## src/logic/galivan_pkg.sv

```systemverilog
// galivan board package
// shared types, memory-map bounds, I/O port numbers and timing constants
// for the main and audio CPU glue logic
package galivan_pkg;

  // ====================
  // basic types
  // ====================
  typedef logic [15:0] addr_t;
  typedef logic [7:0]  byte_t;
  typedef logic [10:0] scroll_t;

  // ====================
  // main cpu memory map
  // ====================
  // rom below the bank window, sprite hole above it, work ram at the top
  localparam addr_t MAIN_BANK_BASE = 16'hc000;
  localparam addr_t MAIN_BANK_END  = 16'he000;
  localparam addr_t MAIN_SPR_END   = 16'he100;
  localparam int    MAIN_RAM_AW    = 13;

  // upper rom address bits that select each bank page
  localparam logic [2:0] BANK_PAGE0 = 3'b110;
  localparam logic [2:0] BANK_PAGE1 = 3'b111;

  localparam byte_t ID_BYTE = 8'h58;

  // ====================
  // audio cpu
  // ====================
  localparam addr_t AUDIO_RAM_BASE   = 16'hc000;
  localparam int    AUDIO_RAM_AW     = 11;
  // rst 38h opcode on an undriven read
  localparam byte_t AUDIO_OPEN_BUS   = 8'hff;
  localparam int    DAC_SHIFT        = 5;
  localparam int    AUDIO_IRQ_PERIOD = 6400;
  localparam int    AUDIO_IRQ_CNT_W  = $clog2(AUDIO_IRQ_PERIOD);

  // main cpu i/o ports
  typedef enum logic [7:0] {
    PORT_IN_J1            = 8'h00,
    PORT_IN_J2            = 8'h01,
    PORT_IN_SYS           = 8'h02,
    PORT_IN_P1            = 8'h03,
    PORT_IN_P2            = 8'h04,
    PORT_BANK_FLIP        = 8'h40,
    PORT_SCROLLX_LO       = 8'h41,
    PORT_LAYER_SCROLLX_HI = 8'h42,
    PORT_SCROLLY_LO       = 8'h43,
    PORT_SCROLLY_HI       = 8'h44,
    PORT_SND_LATCH        = 8'h45,
    PORT_ID               = 8'hc0
  } main_port_e;

  // audio cpu i/o ports
  typedef enum logic [7:0] {
    PORT_OPL_ADDR  = 8'h00,
    PORT_OPL_DATA  = 8'h01,
    PORT_DAC1      = 8'h02,
    PORT_DAC2      = 8'h03,
    PORT_LATCH_CLR = 8'h04,
    PORT_LATCH_RD  = 8'h06
  } audio_port_e;

endpackage

```

## src/logic/main_bus_if.sv

```systemverilog
// main cpu bus
// address, write data and z80-style strobes shared by the memory
// decoder and the i/o register block
`timescale 1ns/10ps

interface main_bus_if;

  galivan_pkg::addr_t addr;
  galivan_pkg::byte_t dout;
  logic               iorq_n;
  logic               m1_n;
  logic               mreq_n;
  logic               wr_n;
  logic               rfsh_n;

  // memory decoder sees the whole bus
  modport map (
    input addr, dout, iorq_n, m1_n, mreq_n, wr_n, rfsh_n
  );

  // register block only needs i/o cycles
  modport regs (
    input addr, dout, iorq_n, m1_n, wr_n
  );

endinterface

```

## src/logic/board_regs.sv

```systemverilog
// main i/o register block
// input port and id reads, rom bank and flip, scroll and layer
// registers, and the main to audio sound latch
`timescale 1ns/10ps

module board_regs (
  input  logic                 clk_sys,
  input  logic                 reset,
  main_bus_if.regs             bus,
  input  galivan_pkg::byte_t   j1,
  input  galivan_pkg::byte_t   j2,
  input  galivan_pkg::byte_t   p1,
  input  galivan_pkg::byte_t   p2,
  input  galivan_pkg::byte_t   system,
  input  logic                 latch_clr,
  output galivan_pkg::byte_t   io_data,
  output logic                 bank,
  output logic                 flip,
  output galivan_pkg::scroll_t scrollx,
  output galivan_pkg::scroll_t scrolly,
  output logic [2:0]           layers,
  output galivan_pkg::byte_t   snd_latch
);

  galivan_pkg::main_port_e port;
  logic                    io_cyc;
  logic                    io_rd;
  logic                    io_wr;

  assign port   = galivan_pkg::main_port_e'(bus.addr[7:0]);
  assign io_cyc = ~bus.iorq_n & bus.m1_n;
  assign io_rd  = io_cyc & bus.wr_n;
  assign io_wr  = io_cyc & ~bus.wr_n;

  // ====================
  // port reads
  // ====================
  always_ff @(posedge clk_sys) begin
    if (io_rd) begin
      case (port)
        galivan_pkg::PORT_IN_J1:  io_data <= j1;
        galivan_pkg::PORT_IN_J2:  io_data <= j2;
        galivan_pkg::PORT_IN_SYS: io_data <= system;
        galivan_pkg::PORT_IN_P1:  io_data <= p1;
        galivan_pkg::PORT_IN_P2:  io_data <= p2;
        galivan_pkg::PORT_ID:     io_data <= galivan_pkg::ID_BYTE;
        default: ;
      endcase
    end
  end

  // ====================
  // port writes
  // ====================
  always_ff @(posedge clk_sys) begin
    if (reset) begin
      bank      <= 1'b0;
      flip      <= 1'b0;
      scrollx   <= '0;
      scrolly   <= '0;
      layers    <= '0;
      snd_latch <= '0;
    end else begin
      // audio side clear, a write in the same cycle overrides it
      if (latch_clr) begin
        snd_latch <= '0;
      end
      if (io_wr) begin
        case (port)
          galivan_pkg::PORT_BANK_FLIP: begin
            bank <= bus.dout[7];
            flip <= bus.dout[2];
          end
          galivan_pkg::PORT_SCROLLX_LO: scrollx[7:0] <= bus.dout;
          galivan_pkg::PORT_LAYER_SCROLLX_HI: begin
            layers        <= bus.dout[7:5];
            scrollx[10:8] <= bus.dout[2:0];
          end
          galivan_pkg::PORT_SCROLLY_LO: scrolly[7:0]  <= bus.dout;
          galivan_pkg::PORT_SCROLLY_HI: scrolly[10:8] <= bus.dout[2:0];
          // data bits 6..0 move up one place, bit 0 is always set
          galivan_pkg::PORT_SND_LATCH: snd_latch <= {bus.dout[6:0], 1'b1};
          default: ;
        endcase
      end
    end
  end

endmodule

```

## src/flat_wrapper.sv

```systemverilog
// flat-port wrapper written by rule: the top's interface ports become plain ports
module board_regs_flat 
  (clk_sys, reset, j1, j2, p1, p2, system, latch_clr, io_data, bank, flip, scrollx, scrolly, layers, snd_latch, bus_addr, bus_dout, bus_iorq_n, bus_m1_n, bus_wr_n);
  main_bus_if bus_i ();
  input  logic clk_sys;
  input  logic reset;
  input  galivan_pkg::byte_t j1;
  input  galivan_pkg::byte_t j2;
  input  galivan_pkg::byte_t p1;
  input  galivan_pkg::byte_t p2;
  input  galivan_pkg::byte_t system;
  input  logic latch_clr;
  output galivan_pkg::byte_t io_data;
  output logic bank;
  output logic flip;
  output galivan_pkg::scroll_t scrollx;
  output galivan_pkg::scroll_t scrolly;
  output logic [2:0] layers;
  output galivan_pkg::byte_t snd_latch;
  input wire logic [$bits(bus_i.addr)-1:0] bus_addr;
  input wire logic [$bits(bus_i.dout)-1:0] bus_dout;
  input wire logic [$bits(bus_i.iorq_n)-1:0] bus_iorq_n;
  input wire logic [$bits(bus_i.m1_n)-1:0] bus_m1_n;
  input wire logic [$bits(bus_i.wr_n)-1:0] bus_wr_n;
  assign bus_i.addr = bus_addr;
  assign bus_i.dout = bus_dout;
  assign bus_i.iorq_n = bus_iorq_n;
  assign bus_i.m1_n = bus_m1_n;
  assign bus_i.wr_n = bus_wr_n;
  board_regs u_core (.clk_sys(clk_sys), .reset(reset), .bus(bus_i), .j1(j1), .j2(j2), .p1(p1), .p2(p2), .system(system), .latch_clr(latch_clr), .io_data(io_data), .bank(bank), .flip(flip), .scrollx(scrollx), .scrolly(scrolly), .layers(layers), .snd_latch(snd_latch));
endmodule
```

## config.mk

```make
export PLATFORM = sky130hd
export DESIGN_NAME = board_regs_flat
export DESIGN_NICKNAME = d
export VERILOG_FILES = /design/src/logic/galivan_pkg.sv /design/src/logic/main_bus_if.sv /design/src/logic/board_regs.sv /design/src/flat_wrapper.sv
export SDC_FILE = /design/constraint.sdc
export NUM_CORES = 1
export LEC_CHECK = 0
export BUFFER_PORTS_ARGS = -buffer_cell sky130_fd_sc_hd__buf_2
export CAP_MARGIN = 25
export CORE_MARGIN = 4
export CORE_UTILIZATION = 47
export DETAILED_ROUTE_END_ITERATION = 7
export MAX_ROUTING_LAYER = met4
export PLACE_DENSITY_LB_ADDON = 0.15
export SLEW_MARGIN = 10
export SYNTH_ARGS = -nofsm -noshare
export SYNTH_HDL_FRONTEND = slang
export SYNTH_SLANG_ARGS = --single-unit
```

## constraint.sdc

```tcl
create_clock -name clk_sys -period 4.3 [get_ports clk_sys]
set_input_delay 1.075 -clock clk_sys [delete_from_list [all_inputs] [get_ports clk_sys]]
set_output_delay 1.075 -clock clk_sys [all_outputs]
set_load 0.03 [all_outputs]
```

# Word level (Yosys, flattened, before mapping)

Index checks and enable logic that the tools add are counted.

Logic and storage cells: 37
Register bits after elaboration: 43
Output and inout bits: 43

Reduce and logical (&&, ||, !) cells: 8
Multiplexer cells: 4
Equality and inequality tests: 11
Bitwise operators: 5

Operators with widths:

| cell                                                                   | count |
|---|---|
| 8-bit by 7-bit equality test with 1-bit output (second input constant) | 6 |
| 8-bit one-hot mux with 6 select lines                                  | 1 |
| 8-bit two-way mux                                                      | 3 |
| 8-bit by 2-bit equality test with 1-bit output (second input constant) | 2 |
| 2-bit AND reduction                                                    | 6 |
| 8-bit by 1-bit equality test with 1-bit output (second input constant) | 1 |
| 8-bit by 3-bit equality test with 1-bit output (second input constant) | 1 |
| 8-bit equality test (second input constant)                            | 1 |
| 8-bit zero test                                                        | 1 |
| 6-bit nonzero test                                                     | 1 |
| 1-bit bitwise AND                                                      | 3 |
| 1-bit inverter                                                         | 2 |

# Logic depth before layout (Yosys ltp)

Gate-level depths: netlist of the first run.

Depth in word-level cells: 4
Mapped depth: 6
Gate-level depth less buffers: 4

# Worst setup path after synthesis of the first run

No wires, ideal clock.

Path kind: input-to-reg
From: in bus_addr[0]
To: reg u_core.io_data[0], enable pin
Cell stages on the path: 5
Slack: 1.494 ns
Library setup time: 0.375 ns
Data arrival time: 2.431 ns
Data required time: 3.925 ns
Cells stage by stage: buf_2 nor4_1 and3_4 a211oi_2 a21oi_1

Word-level cells in the longest chain between the ends: 3
Elaborated cells on any way between the ends: 8
Classes of those cells: eq/ne (5); reduce/logical (3)

Ends and longest elaborated chain:

| what                                                                         | line               | text |
|---|---|---|
| start: declaration                                                           | flat_wrapper.sv:20 | `input wire logic [$bits(bus_i.addr)-1:0] bus_addr;` |
| 8-bit by 1-bit equality test with 1-bit output, or another cell as far along | board_regs.sv:40   | `case (port)` |
| 6-bit nonzero test (no source line) (*)                                      | n/a                |  |
| 2-bit AND reduction (no source line) (*)                                     | n/a                |  |
| end signal: assignment                                                       | board_regs.sv:41   | `galivan_pkg::PORT_IN_J1: io_data <= j1;` |
| end signal: assignment                                                       | board_regs.sv:42   | `galivan_pkg::PORT_IN_J2: io_data <= j2;` |
| end signal: assignment                                                       | board_regs.sv:43   | `galivan_pkg::PORT_IN_SYS: io_data <= system;` |
| end: declaration                                                             | board_regs.sv:16   | `output galivan_pkg::byte_t io_data,` |

Mark *: on every way between the ends. The rest lies on a longest branch, timed or not.
A chain may end at the register's enable or synchronous reset.

# Worst setup path after layout of the first run

From: in bus_addr[0]
To: reg u_core.io_data[5], enable pin

Same word-level chain as after synthesis.

==> run summary, run 1 <==
Summed over all layers, the global routing overflow is 0. TritonCTS built the clock tree. The flow ran to the end, and the final reports show no timing, DRC or antenna violations. Cell internal power was estimated by the tool at 0.000560 W. The number of sinks driven by the clock tree was 43; the wire length per cell was 15.2 microns. The data arrival time of the critical path was 2.92 ns.

The run gives 0 as the total count of hold-check failures in the final report. The tools report the via count of the first global-routing pass as 1650. Data on the critical path is required at its endpoint by 4.23 ns. Buffers added to address setup during post-CTS repair amount to 0. For the worst flop-to-flop path, the logic depth is 3. The largest single stage delay on the critical path is 0.69 ns. The worst-case IR drop observed on VDD is 0.215 mV.

The final routed wirelength across all metal layers came out at 5.21 mm. The switching portion of total power works out to 23.9%. The first global-routing pass estimated 7.87 mm of wire. The unique cell type count in the Yosys netlist was 32; the area inside the core boundary was 0.00409 sq mm. Aggregate global-route resource usage: 19.5%.

The biggest area contributor in the post-synthesis netlist is sky130_fd_sc_hd__dfxtp_1. The power per cell area was 279 mW/mm^2. Dividing the detail-routed via count by the number of cells gives 5.35. The tool flagged a number of max-cap violations equal to 0. Along the worst hold path, the cell count comes to 2. The signal on the critical path passes through buf_2 -> nor4_1 -> and3_4 -> a211oi_2 -> a21oi_1. Sort of element at the start of the critical path: an input pin. The leakage component of the power was 1.49 nW; the global placement routability congestion was 0.731. The tools report the antenna cell count as 0. The run gives 1828 as the count of vias placed by the detailed router.

The clock network accounts for 33.8% of the total power. In this run the power spent charging and discharging nets is 0.000176 W. Each instance of the synthesized netlist takes up on average 10.6 sq um.

The tools report the maximum count of clock buffers along a single path as 2. Entering global routing, the biggest net connects 36 pins. The logs give 49.4% for the initial core utilization and 0.29 ns for the latest clock arrival within the worst-skew pair. The worst hold path belongs to the class reg -> reg. The critical path is of the in -> reg type. The number of antenna violations at the first check in global routing is 0, and the overall die height is 73.5 microns.

After routing, the total negative slack on setup checks comes to 0 ns. Excluding fillers, the count of instances in the completed layout stands at 342. Endpoint type of the worst setup path: a register. The logs give 0 ns for the final clock skew and 190 for the number of instances in the synthesized netlist. After legalization and detailed placement, the total HPWL measured 3.86 mm.

During placement, the flow inserted port buffers numbering 104. The post-synthesis net count is 260. The run gives 0 as the number of failing setup endpoints in the final timing report.

By area the synthesized netlist is led by sky130_fd_sc_hd__dfxtp_1 (35%), sky130_fd_sc_hd__mux2i_1 (21%), sky130_fd_sc_hd__edfxtp_1 (12%). Setup repair after global routing left no endpoint under its margin. In this run the tightest slew margin relative to its limit is 47.1%. In the final design database the tool counted 361 nets. The root buffer cell chosen for the clock tree is sky130_fd_sc_hd__clkbuf_8. Along the worst path, the maximum fanout reaches 17.

The floorplan step defined a die boundary enclosing 0.00540 sq mm. From synthesis to final layout, the design area changed by 30.6%. The share of total power dissipated in sequential elements is 55.7%. The kind of cell with the highest combined delay along the critical path is simple AND/OR/NAND/NOR gates. CTS built an H-tree with a depth of 2.

The number of clock buffers added by TritonCTS is 5. The pre-antenna-repair detailed-routing pass consisted of 4 iterations. The critical path runs through a total of 5 cells. For the total of cells resized after clock tree synthesis, the log shows 0.

The final period utilization is 69.5%. Cells with a size suffix above 1 make up 41.4% of the layout. Based on the critical path, the design can be clocked at up to 335 MHz. The detailed router finished its first iteration with 114 violations. In this run, the combinational gates consume 10.4% of the power. The cell with the largest stage delay on the worst path was sky130_fd_sc_hd__a21oi_1. The Yosys step of the flow raised 0 warnings. The number of pins exceeding their max-slew limit in the final report is 0, and the area share of the leading cell type in the synthesized netlist is 34.7%. For the cell total after placement, the log shows 334. For this run, design rule violations remaining after detail routing come to 0. The boundary pin count came out at 113.

The floorplan has 23 rows. The count of buffer and inverter cells on the critical path works out to 1. The x dimension of the die is 73.5 microns, and the post-synthesis instance area is 0.00202 sq mm. The shortest period the worst path allows came out at 2.99 ns. The number of hold buffers added after CTS was 0. For the antenna violation net count after detailed routing, the log shows 0. The clock transition at the registers of the reported paths is 0.08 ns, and the actual transition at the worst max-transition pin is 0.793 ns.

The tools report the portion of the post-synthesis area used by sequential elements as 46.7%. Total of flip-flops plus latches after synthesis: 43.
[logic make-up after synthesis]
| family | synth area share, % |
|---|---|
| AO/OA/AOI/OAI | 10.5 |
| flip-flops | 46.7 |
| multiplexers | 20.8 |
| AND/OR/NAND/NOR | 19.5 |
| buffers and inverters | 2.42 |
[tightest hold or removal path: cells and delay by family (launching register included)]
kind	cells	cell delay (ns)
flip-flops	1	0.32
AND/OR/NAND/NOR	1	0.07
AO/OA/AOI/OAI	1	0.06
[synth_stat cells, drive strengths merged]
library cell and instances:
nor4 2, nor3b 3, nand4b 1, nand3 3, a211oi 1, or2 1
nor2b 9, a211o 3, nand2b 1, a22oi 8, dfxtp 35, o22ai 8
mux2i 42, nor4b 3, nor2 36, nand3b 1, edfxtp 8, nand4 2
and3 1, o211a 1, buf 4, clkbuf 6, a22o 5, a21oi 2
nand2 4
[metrics by stage]
stage	worst slack (ns)	util, %	total power (W)	instance area (sq um)	hold WS [ns]
after CTS	1.32	64.5	0.000743	2640	0.482
after global routing	1.13	64.5	0.000768	2640	0.520
after detailed placement	0.995	62.4	0.000495	2550	0.469
after global placement	1.08	62.4	0.000495	2550	0.468
after floorplan	1.49	-	0.000457	2020	0.597
final	1.31	64.5	0.000736	2640	0.487
[flip-flops by register name, summed over array words and instances (netlist names)]
register and count:
u_core.scrolly 11, u_core.flip 1, u_core.snd_latch 8, u_core.scrollx 11, u_core.bank 1, u_core.io_data 8
u_core.layers 3
[power by group through the flow]
stage,registers (W),logic (W),clock network (W)
after detailed placement,0.000420,0.0000759,0
after global routing,0.000410,0.0000841,0.000274
after CTS,0.000410,0.0000764,0.000257
after global placement,0.000420,0.0000755,0
final,0.000410,0.0000768,0.000249
after floorplan,0.000420,0.0000365,0
[path summary, 6_finish.rpt]
kind         slack, ns                start                   to
max               1.31          bus_addr[0]    u_core.io_data[5]
min reg2reg       0.49  u_core.snd_latch[0]  u_core.snd_latch[0]
min               0.49  u_core.snd_latch[0]  u_core.snd_latch[0]
max reg2reg       3.50  u_core.snd_latch[6]  u_core.snd_latch[6]
[cells in the final DEF (no fill, tap or decap)]
| cell type | Yosys | routed |
|---|---|---|
| sky130_fd_sc_hd__nand2b_1 | 1 | 1 |
| sky130_fd_sc_hd__o22ai_1 | 8 | 8 |
| sky130_fd_sc_hd__a211oi_2 | 1 | 1 |
| sky130_fd_sc_hd__nor2b_1 | 9 | 9 |
| sky130_fd_sc_hd__and3_4 | 1 | 1 |
| sky130_fd_sc_hd__buf_2 | 2 | 104 |
| sky130_fd_sc_hd__nor4b_1 | 2 | 2 |
| sky130_fd_sc_hd__o211a_1 | 1 | 1 |
| sky130_fd_sc_hd__nor4b_4 | 1 | 1 |
| sky130_fd_sc_hd__nor3b_2 | 1 | 1 |
| sky130_fd_sc_hd__edfxtp_1 | 8 | 8 |
| sky130_fd_sc_hd__a211o_1 | 3 | 3 |
| sky130_fd_sc_hd__nand4b_2 | 1 | 1 |
| sky130_fd_sc_hd__nor2_1 | 36 | 36 |
| sky130_fd_sc_hd__nand3_2 | 1 | 1 |
| sky130_fd_sc_hd__clkinv_2 | 0 | 1 |
| sky130_fd_sc_hd__a21oi_1 | 2 | 2 |
| sky130_fd_sc_hd__clkbuf_1 | 5 | 1 |
| sky130_fd_sc_hd__mux2i_1 | 42 | 42 |
| sky130_fd_sc_hd__inv_4 | 0 | 1 |
| sky130_fd_sc_hd__or2_2 | 1 | 1 |
| sky130_fd_sc_hd__nor4_4 | 1 | 1 |
| sky130_fd_sc_hd__dfxtp_1 | 35 | 35 |
| sky130_fd_sc_hd__a22o_1 | 5 | 5 |
| sky130_fd_sc_hd__nor3b_1 | 2 | 2 |
| sky130_fd_sc_hd__nand3b_1 | 1 | 1 |
| sky130_fd_sc_hd__nand2_1 | 4 | 4 |
| sky130_fd_sc_hd__clkbuf_8 | 0 | 5 |
| sky130_fd_sc_hd__a22oi_1 | 8 | 8 |
| sky130_fd_sc_hd__nand3_1 | 2 | 2 |
| sky130_fd_sc_hd__nor4_1 | 1 | 1 |
| sky130_fd_sc_hd__nand4_2 | 2 | 2 |
[metal layers]
| layer | vias up | wire [microns] | global-route usage, % |
|---|---|---|---|
| li1 | 896 | - | - |
| met1 | 845 | 2270 | 24.9 |
| met2 | 80 | 2410 | 29.5 |
| met3 | 7 | 478 | 6.29 |
| met4 | 0 | 58 | 5.84 |
| met5 | - | 0 | - |
[cell type report]
cell class | instances | area [sq um]
Tap cell | 50 | 62.6
Sequential cell | 43 | 941
Multi-Input combinational cell | 137 | 1030
Fill cell | 351 | 1450
Timing Repair Buffer | 104 | 520
Clock inverter | 2 | 11.3
Clock buffer | 6 | 72.6
Note: power is estimated with default switching activity, not from simulation.
==> run 2: changes to the inputs <==
- CORE_UTILIZATION: 47 -> 44
- clock period: 4.3 -> 2.8 ns (I/O delays scaled with it)
==> run 2 against run 1 <==
Effect of this change: register-to-register slack got worse by 1.5 ns; largest power group unchanged; sequential share of layout area decreased by 0.45 points; highest routed layer unchanged; setup slack lost 0.81 ns; critical path depth fell by 1; clock-buffer cell count unchanged; first-iteration DRC count rose by 14%; flip-flop and latch count is the same; clock skew unchanged; global-route usage shrank 1.1 points; worst hold slack lost 0.013 ns.
==> run summary, run 2 (same netlist as run 1, synthesis figures left out) <==
TritonCTS built the clock tree. Counting along the longest clock path gives a buffer depth of 2. The number of H-tree levels was 2. The met2 track demand over resource is 26.5%. The sort of element at the start of the critical path was an input pin. At the pin with the least slew margin, the transition time is 0.745 ns.

The area of the die was 0.00573 sq mm. The run finished with clean final reports. The run gives 0.474 ns as the worst hold slack. In this run, CTS created clock tree buffers numbering 5.

In this run, post-CTS repair resized a total of 0 instances. The worst register-to-register path has a depth of 3. The number of DRC markers in iteration 0 came out at 130. Hold repair after CTS inserted 0 buffers. The share of final-layout standard cells stronger than drive strength 1 came out at 42.2%. The maximum VDD drop is 0.286 mV, and the number of pins exceeding their max-slew limit in the final report is 0. The first detailed-routing pass ran for 4 iterations. The worst setup path is of the in -> reg kind. The die is 75.7 microns tall. The type of the most critical hold path was reg -> reg. The aggregate global-route resource usage was 18.4%. The reg-to-reg endpoint is u_core.snd_latch[6].

Leaving out fill and tap cells, the most frequent cells in the layout are sky130_fd_sc_hd__buf_2 (104), sky130_fd_sc_hd__mux2i_1 (42), sky130_fd_sc_hd__nor2_1 (36). Setup repair after global routing left no endpoint under its margin. The tools report the relative max-transition margin as 50.3%.

The run gives 43 as the number of sinks driven by the clock tree. The startpoint identified for the worst hold timing path is u_core.snd_latch[0]. Detailed placement finished with a half-perimeter wire length of 3.95 mm. The total count of hold-check failures in the final report is 0, and the wire length of the first global-routing pass is 7.80 mm. The achievable clock frequency was 436 MHz.

The data arrival time of the critical path came out at 2.22 ns. The largest registers in the layout are u_core.scrollx (11), u_core.scrolly (11). Buffers placed on the I/O ports in this run total 104. The wire length per cell is 14.7 microns, and the power per cell area is 421 mW/mm^2. Using the TritonRoute via totals, the vias-per-cell ratio works out to 5.17. The tools report the root buffer selected by CTS as sky130_fd_sc_hd__clkbuf_8.

For this configuration, the core starts out at a cell density of 46.0%. The logs give 0 for the antenna cell count and 1661 for the via count of the first global-routing pass. Entering global routing, the biggest net connects 36 pins. For flop-to-flop paths, the worst setup slack is 2.04 ns.

The tools report the post-CTS setup buffer count as 0. The area growth from synthesis to final layout came out at 32.3%. The worst hold path terminates at u_core.snd_latch[0]. Layer with the highest usage after global routing: met2. Along the worst hold path, the cell count comes to 2. The congestion estimate from routability-driven global placement came to 0.763. The largest individual stage delay along the critical path comes from the cell sky130_fd_sc_hd__a21oi_1.

Global routing finished with a remaining overflow of 0. The critical path goes through buf_2 -> nor4b_1 -> a211oi_2 -> a21oi_1. Number of failing setup endpoints in the final timing report: 0. In this run the count of I/O pins placed on the die edge is 113. For this run, global-route usage on met1 was measured as 25.9%.

The tools report the leakage component of the power as 1.50 nW. The tool flagged a number of max-cap violations equal to 0. Shortest period the worst path allows: 2.29 ns.

After routing, the total negative slack on setup checks comes to 0 ns. For the number of DRC violations after detailed routing, the log shows 0. The antenna violation net count after detailed routing was 0; the number of rows in the core area was 24. STA classifies the critical path endpoint as a register. The later pin in the worst-skew pair is clocked with a latency of 0.28 ns.

The clock transition at the registers of the reported paths is 0.08 ns. The tools report the layout net count as 365. Category of cells accounting for the largest share of critical-path delay: compound AO/OA/AOI/OAI gates. The count of buffer and inverter cells on the critical path is 1.

In this run the worst path has a maximum fanout of 9. The library cell used most frequently in the layout, excluding fill and tap cells, is sky130_fd_sc_hd__buf_2. Area inside the core boundary: 0.00438 sq mm. The final period utilization is 81.9%, and the required time of the critical path is 2.73 ns. The final routed wirelength across all metal layers was 5.12 mm; the final clock skew was 0 ns. X dimension of the die: 75.7 microns. Fill cells in the final layout number 401. For the global-route met3 utilization, the log shows 4.35%. In this design, the stage delay of the slowest critical-path cell is 0.64 ns.

The run gives 1800 as the count of vias placed by the detailed router. The worst register-to-register path begins at u_core.snd_latch[6]. The number of antenna violations at the first check in global routing is 0.
run 2: power breakdown:
part	internal, W	total [W]	switching [W]	leakage, nW
combinational	0.0000582	0.000119	0.0000608	1.11
sequential	0.000630	0.000630	0.000000193	0.353
clock	0.000174	0.000375	0.000201	0.0412
total	0.000862	0.00112	0.000262	1.50
run 2: stage by stage:
stage	std cells	total power, W	worst slack [ns]	cell area, sq um	util [%]
after floorplan	190	0.000702	0.369	2020	-
after global placement	340	0.000763	0.223	2580	58.9
after detailed placement	340	0.000763	0.161	2580	58.9
after CTS	348	0.00114	0.477	2670	60.9
after global routing	348	0.00117	0.269	2670	60.9
final	348	0.00112	0.507	2670	60.9
run 2: tightest hold or removal path, delay by kind of cell, from the launching register on:
kind,cells,cell delay (ns)
AO/OA/AOI/OAI,1,0.06
AND/OR/NAND/NOR,1,0.06
flip-flops,1,0.31
run 2: worst max path at each step:
stage,startpoint,end,slack [ns],cells after the start
3_3_place_gp,bus_addr[1],u_core.io_data[0],0.22,5
3_5_place_dp,bus_addr[1],u_core.io_data[2],0.16,5
2_1_floorplan,bus_addr[0],u_core.io_data[0],0.37,5
4_1_cts,bus_addr[1],u_core.io_data[7],0.48,5
6_report,bus_addr[1],u_core.io_data[2],0.51,4
5_1_grt,bus_addr[1],u_core.io_data[2],0.27,4
run 2: cell type report:
| type | instances | area [sq um] | area share (%) |
|---|---|---|---|
| multi-input cells | 137 | 1030 | 38.5 |
| well taps | 52 | 65.1 | 2.44 |
| clock inverters | 2 | 12.5 | 0.469 |
| flip-flops and latches | 43 | 941 | 35.3 |
| repair buffers | 108 | 551 | 20.6 |
| clock buffers | 6 | 72.6 | 2.72 |
run 2: layer usage:
metal | share of wire [%] | vias up | routed length (microns)
li1 | - | 905 | -
met1 | 47 | 828 | 2410
met2 | 44 | 60 | 2270
met3 | 7.7 | 7 | 394
met4 | 0.88 | 0 | 45
met5 | 0 | - | 0
